$ cat src/lat_defs.svh
`ifndef LAT_DEFS_SVH
`define LAT_DEFS_SVH

// fetch group shape
`define LAT_LANES       4
`define LAT_ADDR_W      16

// counters, unroll budget and table sizing
`define LAT_CNT_W       7
`define LAT_DEPTH       4

// fetch stalls once this many instructions went out of the loop buffer
`define LAT_STALL_LIMIT 64

// longest body that still gets an unroll budget
`define LAT_MAX_BODY    64

`endif

$ cat src/lat_pkg.sv
`default_nettype none

`include "lat_defs.svh"

package lat_pkg;

   typedef logic [`LAT_ADDR_W-1:0]        addr_t;      // one lane's pc
   typedef logic [`LAT_CNT_W-1:0]         cnt_t;       // instruction count / unroll
   typedef logic [`LAT_LANES-1:0]         lane_mask_t; // msb is lane 0
   typedef logic [$clog2(`LAT_DEPTH)-1:0] ptr_t;       // table slot

   typedef enum logic [1:0] {
      IDLE     = 2'd0,
      TRAIN    = 2'd1,
      DISPATCH = 2'd2
   } lbd_state_e;

   // lanes whose pc is the loop branch (fall-through minus one)
   function automatic lane_mask_t end_lanes(input addr_t pcs [`LAT_LANES], input addr_t ft);
      lane_mask_t e;
      e = '0;
      for (int i = 0; i < `LAT_LANES; i++) begin
         e[`LAT_LANES-1-i] = (pcs[i] == addr_t'(ft - 1'b1));
      end
      return e;
   endfunction

   // lane 0 up to and including the first end lane, all lanes if none
   function automatic lane_mask_t valid_lanes(input lane_mask_t e);
      lane_mask_t m;
      logic seen;
      m = '0;
      seen = 1'b0;
      for (int i = `LAT_LANES-1; i >= 0; i--) begin
         m[i] = !seen;
         seen = seen | e[i];
      end
      return m;
   endfunction

   function automatic cnt_t lane_cnt(input lane_mask_t m);
      cnt_t c;
      c = '0;
      for (int i = 0; i < `LAT_LANES; i++) begin
         c = c + cnt_t'(m[i]);
      end
      return c;
   endfunction

endpackage

`default_nettype wire

$ cat src/lat_ifs.sv
`timescale 1ns/1ps
`default_nettype none

// trainer to table, one write per committed loop
interface lat_wr_if;
   logic                wr_en;       // single cycle pulse
   lat_pkg::addr_t      start;
   lat_pkg::addr_t      fallthrough;
   lat_pkg::cnt_t       count;
   lat_pkg::cnt_t       unroll;

   modport source (
      output wr_en, start, fallthrough, count, unroll
   );

   modport sink (
      input wr_en, start, fallthrough, count, unroll
   );
endinterface

// table lookup result for lane 0 of the current group
interface lat_hit_if;
   logic                hit;
   lat_pkg::addr_t      hit_fallthrough;
   lat_pkg::cnt_t       hit_unroll;
   lat_pkg::ptr_t       hit_slot;    // lowest matching slot

   modport source (
      output hit, hit_fallthrough, hit_unroll, hit_slot
   );

   modport receiver (
      input hit, hit_fallthrough, hit_unroll, hit_slot
   );
endinterface

`default_nettype wire

$ cat src/fetch_stage.sv
`timescale 1ns/1ps
`default_nettype none

`include "lat_defs.svh"

module fetch_stage (
   input  wire logic                                   clk,
   input  wire logic                                   rst,
   input  wire logic [`LAT_LANES*`LAT_ADDR_W-1:0]      pc_group,
   input  lat_pkg::lane_mask_t                         bck_lp,
   input  lat_pkg::lane_mask_t                         branch_take,
   output lat_pkg::addr_t                              lane_pc [`LAT_LANES],
   output lat_pkg::lane_mask_t                         bk_mask,
   output lat_pkg::addr_t                              bk_pc
);

   // only taken backward branches count
   always_ff @(posedge clk or posedge rst) begin
      if (rst) begin
         bk_mask <= '0;
      end else begin
         bk_mask <= bck_lp & branch_take;
      end
   end

   always_ff @(posedge clk) begin
      for (int i = 0; i < `LAT_LANES; i++) begin
         lane_pc[i] <= pc_group[(`LAT_LANES-i)*`LAT_ADDR_W-1 -: `LAT_ADDR_W]; // lane 0 on top
      end
   end

   // pc of the oldest flagged lane, walk from the youngest so lane 0 wins
   always_comb begin
      bk_pc = lane_pc[0];
      for (int i = `LAT_LANES-1; i >= 0; i--) begin
         if (bk_mask[`LAT_LANES-1-i]) bk_pc = lane_pc[i];
      end
   end

endmodule

`default_nettype wire

$ cat src/lat_ctrl.sv
`timescale 1ns/1ps
`default_nettype none

module lat_ctrl (
   input  wire logic           clk,
   input  wire logic           rst,
   input  wire logic           bk_any,
   input  wire logic           end_train,
   lat_hit_if.receiver         hit,
   input  wire logic           mis_pred,
   output logic                capture_ft,
   output logic                train_en,
   output logic                commit,
   output logic                load_loop,
   output logic                dispatching,
   output logic                loop_strt,
   output lat_pkg::lbd_state_e lbd_state
);

   lat_pkg::lbd_state_e state_q;
   lat_pkg::lbd_state_e state_d;

   always_ff @(posedge clk or posedge rst) begin
      if (rst) begin
         state_q <= lat_pkg::IDLE;
      end else begin
         state_q <= state_d;
      end
   end

   always_comb begin
      state_d    = state_q;
      capture_ft = 1'b0;
      train_en   = 1'b0;
      commit     = 1'b0;
      load_loop  = hit.hit && (state_q != lat_pkg::DISPATCH); // hit only counts outside dispatch

      case (state_q)
         lat_pkg::IDLE: begin
            if (load_loop) begin
               state_d = lat_pkg::DISPATCH;
            end else if (bk_any) begin
               capture_ft = 1'b1;                            // latch fall-through now
               state_d    = lat_pkg::TRAIN;
            end
         end
         lat_pkg::TRAIN: begin
            if (load_loop) begin
               state_d = lat_pkg::DISPATCH;                  // known loop wins over training
            end else begin
               train_en = 1'b1;
               if (end_train) begin
                  commit  = 1'b1;
                  state_d = lat_pkg::IDLE;
               end
            end
         end
         lat_pkg::DISPATCH: begin
            if (mis_pred) state_d = lat_pkg::IDLE;
         end
         default: state_d = lat_pkg::IDLE;
      endcase
   end

   assign loop_strt   = load_loop;
   assign dispatching = (state_q == lat_pkg::DISPATCH);
   assign lbd_state   = state_q;

   // a running loop must not be reloaded from the table
   a_no_reload: assert property (@(posedge clk) disable iff (rst)
      dispatching |-> !load_loop)
      else $error("lat_ctrl: loop start during dispatch");

   a_commit_vs_load: assert property (@(posedge clk) disable iff (rst)
      !(commit && load_loop))
      else $error("lat_ctrl: commit overlapped a loop start");

endmodule

`default_nettype wire

$ cat src/loop_trainer.sv
`timescale 1ns/1ps
`default_nettype none

`include "lat_defs.svh"

module loop_trainer (
   input  wire logic      clk,
   input  wire logic      rst,
   input  lat_pkg::addr_t lane_pc [`LAT_LANES],
   input  lat_pkg::addr_t bk_pc,
   input  wire logic      capture_ft,
   input  wire logic      train_en,
   input  wire logic      commit,
   output logic           end_train,
   lat_wr_if.source       wr
);

   lat_pkg::addr_t          ft_q;
   lat_pkg::addr_t          start_q;
   lat_pkg::cnt_t           cnt_q;
   lat_pkg::lane_mask_t     end_vec;
   lat_pkg::cnt_t           grp_cnt;
   logic [`LAT_CNT_W:0]     sum;        // one extra bit for saturation
   logic                    wr_q;

   assign end_vec   = lat_pkg::end_lanes(lane_pc, ft_q);
   assign end_train = |end_vec;
   assign grp_cnt   = lat_pkg::lane_cnt(lat_pkg::valid_lanes(end_vec));
   assign sum       = cnt_q + grp_cnt;

   always_ff @(posedge clk) begin
      if (capture_ft) ft_q <= bk_pc + 1'b1;              // branch pc plus one
      if (train_en && cnt_q == '0) start_q <= lane_pc[0]; // first body group
   end

   always_ff @(posedge clk or posedge rst) begin
      if (rst) begin
         cnt_q <= '0;
         wr_q  <= 1'b0;
      end else begin
         wr_q <= commit;                                  // write one cycle after commit
         if (capture_ft) begin
            cnt_q <= '0;
         end else if (train_en) begin
            cnt_q <= sum[`LAT_CNT_W] ? '1 : sum[`LAT_CNT_W-1:0];
         end
      end
   end

   assign wr.wr_en       = wr_q;
   assign wr.start       = start_q;
   assign wr.fallthrough = ft_q;
   assign wr.count       = cnt_q;
   assign wr.unroll      = (cnt_q != '0 && cnt_q <= `LAT_MAX_BODY) ? 7'd1 : 7'd0;

   a_nonzero_body: assert property (@(posedge clk) disable iff (rst)
      wr.wr_en |-> wr.count != '0)
      else $error("loop_trainer: empty loop body committed");

endmodule

`default_nettype wire

$ cat src/lat_table.sv
`timescale 1ns/1ps
`default_nettype none

`include "lat_defs.svh"

module lat_table (
   input  wire logic      clk,
   input  wire logic      rst,
   input  lat_pkg::addr_t lane0_pc,
   lat_wr_if.sink         wr,
   lat_hit_if.source      hit
);

   logic [`LAT_DEPTH-1:0] vld_q;
   lat_pkg::addr_t        start_q [`LAT_DEPTH];
   lat_pkg::addr_t        ft_q    [`LAT_DEPTH];
   lat_pkg::cnt_t         cnt_q   [`LAT_DEPTH];
   lat_pkg::cnt_t         unrl_q  [`LAT_DEPTH];
   lat_pkg::ptr_t         ptr_q;

   always_ff @(posedge clk or posedge rst) begin
      if (rst) begin
         vld_q <= '0;
         ptr_q <= '0;
      end else if (wr.wr_en) begin
         vld_q[ptr_q] <= 1'b1;
         ptr_q        <= ptr_q + 1'b1; // round robin, oldest slot goes next
      end
   end

   always_ff @(posedge clk) begin
      if (wr.wr_en) begin
         start_q[ptr_q] <= wr.start;
         ft_q[ptr_q]    <= wr.fallthrough;
         cnt_q[ptr_q]   <= wr.count;
         unrl_q[ptr_q]  <= wr.unroll;
      end
   end

   // start address lookup, lowest slot wins
   always_comb begin
      hit.hit      = 1'b0;
      hit.hit_slot = '0;
      for (int i = `LAT_DEPTH-1; i >= 0; i--) begin
         if (vld_q[i] && start_q[i] == lane0_pc) begin
            hit.hit      = 1'b1;
            hit.hit_slot = lat_pkg::ptr_t'(i);
         end
      end
   end

   assign hit.hit_fallthrough = ft_q[hit.hit_slot];
   assign hit.hit_unroll      = unrl_q[hit.hit_slot];

   // entry behind a hit was written by a real commit
   a_hit_valid: assert property (@(posedge clk) disable iff (rst)
      hit.hit |-> vld_q[hit.hit_slot] && cnt_q[hit.hit_slot] != '0)
      else $error("lat_table: hit on an empty or invalid slot");

endmodule

`default_nettype wire

$ cat src/dispatch_unit.sv
`timescale 1ns/1ps
`default_nettype none

`include "lat_defs.svh"

module dispatch_unit (
   input  wire logic           clk,
   input  wire logic           rst,
   input  lat_pkg::addr_t      lane_pc [`LAT_LANES],
   lat_hit_if.receiver         hit,
   input  wire logic           load_loop,
   input  wire logic           dispatching,
   output lat_pkg::lane_mask_t inst_valid,
   output logic                stll_ftch,
   output logic                fnsh_unrll
);

   lat_pkg::addr_t      ft_q;       // active loop fall-through
   lat_pkg::addr_t      act_ft;
   lat_pkg::cnt_t       rem_q;      // unroll left
   lat_pkg::cnt_t       stl_q;      // dispatched instructions
   lat_pkg::cnt_t       stl_sum;
   lat_pkg::cnt_t       grp_cnt;
   lat_pkg::lane_mask_t end_vec;
   lat_pkg::lane_mask_t mask;
   logic                end_any;

   // table values straight through in the loop start cycle
   assign act_ft  = load_loop ? hit.hit_fallthrough : ft_q;
   assign end_vec = lat_pkg::end_lanes(lane_pc, act_ft);
   assign end_any = |end_vec;
   assign mask    = lat_pkg::valid_lanes(end_vec);
   assign grp_cnt = lat_pkg::lane_cnt(mask);
   assign stl_sum = (load_loop ? '0 : stl_q) + grp_cnt; // max 68, fits

   always_ff @(posedge clk) begin
      if (load_loop) ft_q <= hit.hit_fallthrough;
   end

   always_ff @(posedge clk or posedge rst) begin
      if (rst) begin
         rem_q <= '0;
         stl_q <= '0;
      end else if (load_loop) begin
         // start group is the first dispatched group
         rem_q <= (end_any && hit.hit_unroll != '0) ? hit.hit_unroll - 1'b1 : hit.hit_unroll;
         stl_q <= (stl_sum > `LAT_STALL_LIMIT) ? 7'(`LAT_STALL_LIMIT) : stl_sum;
      end else if (dispatching) begin
         if (end_any && rem_q != '0) rem_q <= rem_q - 1'b1;
         stl_q <= (stl_sum > `LAT_STALL_LIMIT) ? 7'(`LAT_STALL_LIMIT) : stl_sum;
      end else begin
         rem_q <= '0;
         stl_q <= '0;
      end
   end

   assign inst_valid = (load_loop || dispatching) ? mask : '1;
   assign stll_ftch  = dispatching && (stl_q == `LAT_STALL_LIMIT);
   assign fnsh_unrll = dispatching && (rem_q == '0);

   a_stall_sat: assert property (@(posedge clk) disable iff (rst)
      stl_q <= `LAT_STALL_LIMIT)
      else $error("dispatch_unit: stall counter past limit");

endmodule

`default_nettype wire

$ cat src/lat_top.sv
`timescale 1ns/1ps
`default_nettype none

`include "lat_defs.svh"

module lat_top (
   input  wire logic                              clk,
   input  wire logic                              rst,
   input  wire logic [`LAT_LANES*`LAT_ADDR_W-1:0] pc_group,
   input  wire logic [`LAT_LANES-1:0]             bck_lp,
   input  wire logic [`LAT_LANES-1:0]             branch_take,
   input  wire logic                              mis_pred,
   output logic [1:0]                             lbd_state,
   output logic                                   loop_strt,
   output logic [`LAT_LANES-1:0]                  inst_valid,
   output logic                                   stll_ftch,
   output logic                                   fnsh_unrll
);

   lat_pkg::addr_t      lane_pc [`LAT_LANES];
   lat_pkg::lane_mask_t bk_mask;
   lat_pkg::addr_t      bk_pc;
   lat_pkg::lbd_state_e state;
   logic                end_train;
   logic                capture_ft;
   logic                train_en;
   logic                commit;
   logic                load_loop;
   logic                dispatching;

   lat_wr_if  wr_if ();
   lat_hit_if hit_if ();

   fetch_stage i_fetch_stage (
      .clk         (clk),
      .rst         (rst),
      .pc_group    (pc_group),
      .bck_lp      (bck_lp),
      .branch_take (branch_take),
      .lane_pc     (lane_pc),
      .bk_mask     (bk_mask),
      .bk_pc       (bk_pc)
   );

   lat_ctrl i_lat_ctrl (
      .clk         (clk),
      .rst         (rst),
      .bk_any      (|bk_mask),
      .end_train   (end_train),
      .hit         (hit_if.receiver),
      .mis_pred    (mis_pred),
      .capture_ft  (capture_ft),
      .train_en    (train_en),
      .commit      (commit),
      .load_loop   (load_loop),
      .dispatching (dispatching),
      .loop_strt   (loop_strt),
      .lbd_state   (state)
   );

   loop_trainer i_loop_trainer (
      .clk        (clk),
      .rst        (rst),
      .lane_pc    (lane_pc),
      .bk_pc      (bk_pc),
      .capture_ft (capture_ft),
      .train_en   (train_en),
      .commit     (commit),
      .end_train  (end_train),
      .wr         (wr_if.source)
   );

   lat_table i_lat_table (
      .clk      (clk),
      .rst      (rst),
      .lane0_pc (lane_pc[0]),
      .wr       (wr_if.sink),
      .hit      (hit_if.source)
   );

   dispatch_unit i_dispatch_unit (
      .clk         (clk),
      .rst         (rst),
      .lane_pc     (lane_pc),
      .hit         (hit_if.receiver),
      .load_loop   (load_loop),
      .dispatching (dispatching),
      .inst_valid  (inst_valid),
      .stll_ftch   (stll_ftch),
      .fnsh_unrll  (fnsh_unrll)
   );

   assign lbd_state = state;

endmodule

`default_nettype wire

$ cat config.mk
export PLATFORM = sky130hd
export DESIGN_NAME = lat_top
export DESIGN_NICKNAME = d
export VERILOG_FILES = /design/src/lat_pkg.sv /design/src/lat_ifs.sv /design/src/fetch_stage.sv /design/src/lat_ctrl.sv /design/src/loop_trainer.sv /design/src/lat_table.sv /design/src/dispatch_unit.sv /design/src/lat_top.sv
export VERILOG_INCLUDE_DIRS = /design/src
export SDC_FILE = /design/constraint.sdc
export NUM_CORES = 1
export LEC_CHECK = 0
export BUFFER_PORTS_ARGS = -buffer_cell sky130_fd_sc_hd__buf_4
export CORE_AREA = 2 2 157 159
export DETAILED_ROUTE_END_ITERATION = 8
export DIE_AREA = 0 0 159 161
export PLACE_DENSITY = 0.82
export RECOVER_POWER = 25
export SETUP_SLACK_MARGIN = 0.1
export SYNTH_ARGS = -nofsm -noshare
export SYNTH_HDL_FRONTEND = slang
export SYNTH_SLANG_ARGS = --single-unit
$ cat constraint.sdc
create_clock -name clk -period 14.57 [get_ports clk]
set_input_delay 0.7285 -clock clk [delete_from_list [all_inputs] [get_ports clk]]
set_output_delay 0.7285 -clock clk [all_outputs]
set_load 0.005 [all_outputs]
==> results of run 1 <==
## cell type report
class | count | area (sq um)
clock buffers | 37 | 827
fillers | 1837 | 8100
clock inverters | 14 | 195
inverters | 39 | 146
repair buffers | 97 | 724
flip-flops and latches | 278 | 7380
well taps | 324 | 405
multi-input cells | 850 | 6190
## through the flow
stage / util (%) / hold slack, ns / instances / total power, W
after floorplan: - / 0.403 / 1236 / 0.00104
after global placement: 62.0 / 0.445 / 1588 / 0.00110
after detailed placement: 62.0 / 0.449 / 1588 / 0.00110
after CTS: 66.2 / 0.247 / 1639 / 0.00186
after global routing: 66.2 / 0.273 / 1639 / 0.00191
final: 66.2 / 0.286 / 1639 / 0.00186
## worst max path at each step
| stage | from | endpoint | slack [ns] | cells past startpoint |
|---|---|---|---|---|
| floorplan | i_fetch_stage.lane_pc[50] | i_dispatch_unit.stl_q[0] | 8.48 | 30 |
| CTS | i_fetch_stage.lane_pc[60] | i_dispatch_unit.stl_q[0] | 6.38 | 23 |
| global route | i_fetch_stage.lane_pc[60] | i_dispatch_unit.stl_q[1] | 5.93 | 23 |
| global placement | i_fetch_stage.lane_pc[56] | i_dispatch_unit.stl_q[3] | 6.64 | 23 |
| detailed placement | i_fetch_stage.lane_pc[56] | i_dispatch_unit.stl_q[0] | 6.42 | 23 |
| finish | i_fetch_stage.lane_pc[60] | i_dispatch_unit.stl_q[3] | 6.16 | 23 |
## synthesized netlist by cell type (16+ instances only)
| master | n | area (sq um) |
|---|---|---|
| o21ai_0 | 23 | 115 |
| xor2_1 | 93 | 815 |
| nand2_1 | 66 | 248 |
| a21oi_1 | 34 | 170 |
| dfxtp_1 | 80 | 1600 |
| buf_2 | 16 | 80.1 |
| inv_1 | 33 | 124 |
| xnor2_1 | 133 | 1160 |
| o2111ai_1 | 32 | 280 |
| nor4_1 | 20 | 125 |
| clkbuf_1 | 29 | 109 |
| a22oi_1 | 31 | 233 |
| and2_1 | 18 | 113 |
| ha_1 | 19 | 238 |
| nor2_1 | 77 | 289 |
| dfrtp_1 | 34 | 851 |
| nand4_1 | 21 | 131 |
| nand3_1 | 42 | 210 |
| nor3_1 | 41 | 205 |
| a31oi_1 | 23 | 144 |
| edfxtp_1 | 164 | 4920 |
## critical path: stages, from the launching register on
cell       delay [ns]
dfxtp_1          0.66
xor2_1           0.20
nor4_4           0.40
and2_1           0.62
a22o_1           0.69
a22oi_1          0.27
o22ai_2          0.42
ha_1             0.42
nand2_1          0.41
nor2_1           0.67
xnor3_1          0.31
o2111ai_1        0.15
nor4_1           0.80
a41oi_2          0.23
and2_1           0.25
ha_1             0.32
ha_1             0.29
a21o_1           0.16
a21oi_1          0.42
nor3_1           0.08
a21oi_1          0.14
o32ai_1          0.09
a21oi_1          0.16
o22ai_1          0.08
## cell usage in the layout (no fill, tap or decap), types with 16 or more instances in the layout
| cell | Yosys | layout |
|---|---|---|
| ha_1 | 19 | 19 |
| nor3_1 | 41 | 40 |
| a21oi_1 | 34 | 34 |
| nor2_1 | 77 | 77 |
| nand4_1 | 21 | 21 |
| clkbuf_4 | 0 | 65 |
| a22oi_1 | 31 | 31 |
| buf_4 | 11 | 31 |
| xor2_1 | 93 | 93 |
| nand3_1 | 42 | 42 |
| o2111ai_1 | 32 | 32 |
| dfrtp_1 | 34 | 34 |
| nor4_1 | 20 | 20 |
| and2_1 | 18 | 16 |
| a31oi_1 | 23 | 23 |
| edfxtp_1 | 164 | 164 |
| xnor2_1 | 133 | 133 |
| dfxtp_1 | 80 | 80 |
| inv_1 | 33 | 33 |
| o21ai_0 | 23 | 23 |
| clkbuf_16 | 0 | 30 |
| nand2_1 | 66 | 66 |
## kinds of logic after synthesis
group                      count (synthesis)  synth area share (%)
xor gates and xnor gates                 231                  14.9
muxes                                      4                 0.293
AOI/OAI and AO/OA                        231                  12.4
adders and majority gates                 21                  1.97
buffers and inverters                    108                  3.69
DFF                                      278                  52.4
and+or+nand+nor                          362                  14.4
other                                      1                0.0266
## power by group through the flow
stage / combinational [W] / sequential (W) / clock (W)
finish: 0.000168 / 0.000926 / 0.000765
detailed placement: 0.000165 / 0.000939 / 0
global route: 0.000184 / 0.000928 / 0.000802
global placement: 0.000162 / 0.000937 / 0
floorplan: 0.000130 / 0.000909 / 0
CTS: 0.000167 / 0.000922 / 0.000774
## registers in the layout (all words and copies together) (netlist names)
register,cells
i_loop_trainer.wr.wr_en,1
i_lat_table.vld_q,4
i_lat_table.start_q,64
i_loop_trainer.wr.fallthrough,16
i_dispatch_unit.stl_q,7
i_lat_ctrl.lbd_state,2
i_lat_table.unrl_q,4
i_fetch_stage.lane_pc,64
i_loop_trainer.wr.count,7
i_lat_table.ft_q,64
i_fetch_stage.bk_mask,4
i_lat_table.ptr_q,2
i_dispatch_unit.rem_q,7
i_loop_trainer.wr.start,16
i_dispatch_unit.ft_q,16
## metal layers
| layer | part of all wire (%) | vias to the layer above | wire (microns) |
|---|---|---|---|
| li1 | - | 4675 | - |
| met1 | 39 | 5011 | 15200 |
| met2 | 44 | 702 | 17200 |
| met3 | 11 | 130 | 4250 |
| met4 | 5.5 | 0 | 2110 |
| met5 | 0 | - | 0 |
==> impl_metrics.tcl, run 1 <==
set metrics [dict create \
    status "complete, no violations" \
    wire_per_inst_microns 23.6 \
    grt_usage_pct 30.0 \
    cts_tree "built" \
    crit_fanout 17 \
    final_cell_area_sq_um 15900 \
    die_w_microns 159 \
    maxCapViolCount 0 \
    grtUsageMet3_pct 4.90 \
    fin_skew_ns 0.0200 \
    setup_viol 0 \
    antenna_cells 0 \
    p_clk_share_pct 41.2 \
    gp_congestion 1.00 \
    ant_nets 0 \
    cp.required_ns 14.98 \
    hold-path-cell-count 1 \
    cts_root_buffer "clkbuf_16" \
    ys.flop_type "edfxtp_1" \
    ys_types 84 \
    min_to "i_fetch_stage.lane_pc[50]" \
    finalHoldViolations 0 \
    cts_buffer_depth 3 \
    drt_pass1_iterations 6 \
    slew_headroom_pct 23.6 \
    io_buffer_count 82 \
    vias 10518 \
    cts.sinks 278 \
    yosysWarnings 0 \
    drt-initial-drc-count 1399 \
    h-tree-depth 1 \
    totalNegativeSetupSlack_ns 0 \
    hold_class "input pin to register" \
    antenna_found_initial 0 \
    rrSetupSlack_ns 6.16 \
    p_leak_nw 5.79 \
    grtUsageMet1_pct 41.8 \
    area_growth_pct 12.7 \
    cts_resized 0 \
    r2r_end "i_dispatch_unit.stl_q[3]" \
    post-cts-setup-buffers 0 \
    gr-usage-met2_pct 46.2 \
    synth_edf_count 164 \
    viasPerCell 6.42 \
    synth_fp_nets 1332 \
    hp-start "pc_group[50]" \
    power_frac_comb_pct 9.0 \
    synth_async_sr_flop_share_pct 12.2 \
    design.die.area_sq_um 25600 \
    drive_gt1_share_pct 14.8 \
    fin_ws_ns 6.16 \
    busiest_layer "met2" \
    clk_latency_ns 0.56 \
    dp_hpwl_mm 27.8 \
    power.density_nw_per_um2 117 \
    cts.hold.buffers_added 0 \
    final-max-slew-violation-count 0 \
    grt_pass1_wl_mm 59.3 \
    place_ws_ns 6.42 \
    dpl_cell_area_sq_um 14800 \
    switchingPower_w 0.000457 \
    arrival_ns 8.82 \
    final_net_count 1390 \
    synth_seq_cells 278 \
    seq_area_frac_synth_pct 52.4 \
    ir_worst_vdd_mv 0.136 \
    cts.clk_slew.worst_paths_ns 0.06 \
    internal_power_w 0.00140 \
    coreArea_sq_um 24000 \
    worstSetupPathType "register to register" \
    syn_inst 1236 \
    cts_made_buffers 28 \
    swShare_pct 24.6 \
    die_h_microns 161 \
    worst_r2r_path_depth 23 \
    rsz0062_at_grt "no" \
    routed_wl_mm 38.7 \
    overflow 0 \
    io_pins 84 \
    r2r-start "i_fetch_stage.lane_pc[60]" \
    grt_max_degree 35 \
    end_kind "register" \
    period_needed_ns 8.41 \
    pwr-share-seq_pct 49.8 \
    worstMarginPinSlew_ns 1.14 \
    num_rows 57 \
    route.detailed.drc 0 \
    synth_area_sq_um 14100 \
    syn_area_per_cell_sq_um 11.4 \
    initial_core_util_pct 58.7 \
    period_share_pct 57.7 \
    fmaxAchievable_mhz 119 \
    grt_pass1_vias 10238 \
    worstSetupStartpointType "register" \
]
(Power assumes the default switching activity.)
==> inputs of run 2 (changes only) <==
- clock period: 14.57 -> 8.2 ns (I/O delays scaled with it)
==> impl_metrics.tcl, run 2 (synthesis gave the netlist of run 1 again) <==
set metrics [dict create \
    status "complete, but fails checks" \
    violations "capacitance limit, slew limit" \
    end_kind "register" \
    power_frac_comb_pct 10.2 \
    drt-initial-drc-count 1215 \
    gp_congestion 0.998 \
    p_clk_share_pct 40.2 \
    cpPeakStageDelay_ns 0.67 \
    arrival_ns 8.05 \
    io_buffer_count 82 \
    totalNegativeSetupSlack_ns 0 \
    overflow 0 \
    ir_worst_vdd_mv 0.222 \
    cts_root_buffer "clkbuf_16" \
    cts.clk_slew.worst_paths_ns 0.06 \
    antenna_cells 0 \
    coreArea_sq_um 24000 \
    switchingPower_w 0.000820 \
    swShare_pct 24.8 \
    finalHoldViolations 0 \
    layout_common_cells "edfxtp_1, xnor2_1, xor2_1" \
    worstMarginPinSlew_ns 2.39 \
    io_pins 84 \
    final_util_pct 69.3 \
    die_w_microns 159 \
    final_net_count 1474 \
    cts_made_buffers 28 \
    h-tree-depth 1 \
    dp_cells 1605 \
    cts_tree "built" \
    rsz0062_at_grt "no" \
    dp_hpwl_mm 28.6 \
    maxCapViolCount 1 \
    worstSetupStartpointType "register" \
    layout_commonest_cell "edfxtp_1" \
    worstSetupPathType "register to register" \
    die_h_microns 161 \
    area_growth_pct 18.0 \
    critPathTopFamily "compound AO/OA/AOI/OAI gates" \
    power.density_nw_per_um2 199 \
    routed_wl_mm 41.3 \
    cp.required_ns 8.64 \
    cts.sinks 278 \
    slew_headroom_pct -59.4 \
    crit_fanout 15 \
    final-max-slew-violation-count 35 \
    grt_max_degree 35 \
    grt_usage_pct 32.2 \
    drive_gt1_share_pct 15.3 \
    vias 10947 \
    layout.cells.non_filler 1724 \
    cp_slowest_cell "dfxtp_1" \
    wire_per_inst_microns 23.9 \
    period_needed_ns 7.62 \
    antenna_found_initial 0 \
    viasPerCell 6.35 \
    internal_power_w 0.00249 \
    grt_pass1_wl_mm 62.9 \
    reg_top3 "i_fetch_stage.lane_pc x64, i_lat_table.ft_q x64, i_lat_table.start_q x64" \
    p_leak_nw 6.14 \
    fmaxAchievable_mhz 131 \
    dpl_cell_area_sq_um 15000 \
    num_rows 57 \
    final_cell_area_sq_um 16600 \
    grt_pass1_vias 10679 \
    ant_nets 0 \
    period_share_pct 92.9 \
    multiInputGateArea_sq_um 6200 \
    pwr-share-seq_pct 49.6 \
    path_cells "xor2_1, nor4_2, and3_1, a22o_2, o311ai_0, o22ai_2, ha_1, nand2_1, buf_4, nor4_4, o22ai_1, a2111oi_1, and4_1, a41oi_2, and2_1, ha_1, inv_1, fa_1, inv_1, a21o_1, nand4_1, xor2_1, a21oi_1, nor2b_1" \
    setup_viol 0 \
    design.die.area_sq_um 25600 \
    hold_class "input pin to register" \
    drt_pass1_iterations 5 \
    fin_skew_ns 0.0177 \
    clk_latency_ns 0.57 \
    initial_core_util_pct 58.7 \
    cts_buffer_depth 3 \
    route.detailed.drc 0 \
    n_fill_cell 1632 \
    crit_buf_inv 3 \
    final-seq-area_sq_um 7380 \
]
## run 2: cell type report
class | instances | area share [%]
inverters | 39 | 0.881
multi-input cells | 850 | 37.3
clock buffers | 37 | 4.60
well taps | 324 | 2.44
repair buffers | 181 | 9.12
flip-flops and latches | 278 | 44.4
clock inverters | 15 | 1.23
## run 2: worst reg2reg max path: stages, from the launching register on
cell and delay [ns]:
dfxtp_1 0.67, xor2_1 0.16, nor4_2 0.53, and3_1 0.27
a22o_2 0.38, o311ai_0 0.32, o22ai_2 0.36, ha_1 0.49
nand2_1 0.18, buf_4 0.23, nor4_4 0.45, o22ai_1 0.17
a2111oi_1 0.63, and4_1 0.37, a41oi_2 0.24, and2_1 0.24
ha_1 0.30, inv_1 0.06, fa_1 0.46, inv_1 0.07
a21o_1 0.15, nand4_1 0.15, xor2_1 0.21, a21oi_1 0.30
nor2b_1 0.08
## run 2: path summary, 6_finish.rpt
| check | startpoint | end | slack [ns] | cells after the start |
|---|---|---|---|---|
| setup / recovery | i_fetch_stage.lane_pc[53] | i_dispatch_unit.stl_q[2] | 0.58 | 24 |
| hold / removal | mis_pred | i_lat_ctrl.lbd_state[1] | 0.03 | 2 |
| setup reg to reg | i_fetch_stage.lane_pc[53] | i_dispatch_unit.stl_q[2] | 0.58 | 24 |
| hold reg to reg | i_lat_table.vld_q[2] | i_lat_table.vld_q[2] | 0.47 | 1 |
| max in group asynchronous | rst | i_fetch_stage.bk_mask[0] | 6.10 | 3 |
| min in group asynchronous | rst | i_lat_table.vld_q[3] | 0.75 | 3 |
## run 2: layer usage
metal	part of all wire [%]	vias to the layer above	GRT usage (%)
met1	39	5209	44.9
met5	0	-	0
met4	4.9	0	12.4
met3	11	144	5.14
met2	45	738	51.1
li1	-	4856	-
## run 2: per-stage QoR
| stage | hold WS, ns | worst slack (ns) | total power (W) |
|---|---|---|---|
| 2_1_floorplan | 0.403 | 2.11 | 0.00185 |
| 3_3_place_gp | 0.446 | 0.629 | 0.00196 |
| 3_5_place_dp | 0.457 | 0.302 | 0.00197 |
| 4_1_cts | 0.00974 | 0.202 | 0.00330 |
| 5_1_grt | 0.0141 | 0.186 | 0.00341 |
| 6_report | 0.0275 | 0.582 | 0.00331 |
## run 2: repair_timing
item                                    4_1_cts  5_1_grt
endpoints found under the setup margin        0        7
hold endpoints to repair                     64        0
setup buffers                                 0        3
hold buffers                                 64        0
resized for setup                             0        6
## run 2: power groups by stage
| stage | Combinational, W | Sequential, W | Clock, W |
|---|---|---|---|
| after CTS | 0.000332 | 0.00164 | 0.00133 |
| after detailed placement | 0.000306 | 0.00167 | 0 |
| final | 0.000337 | 0.00164 | 0.00133 |
| after floorplan | 0.000231 | 0.00162 | 0 |
| after global routing | 0.000366 | 0.00165 | 0.00140 |
| after global placement | 0.000297 | 0.00166 | 0 |
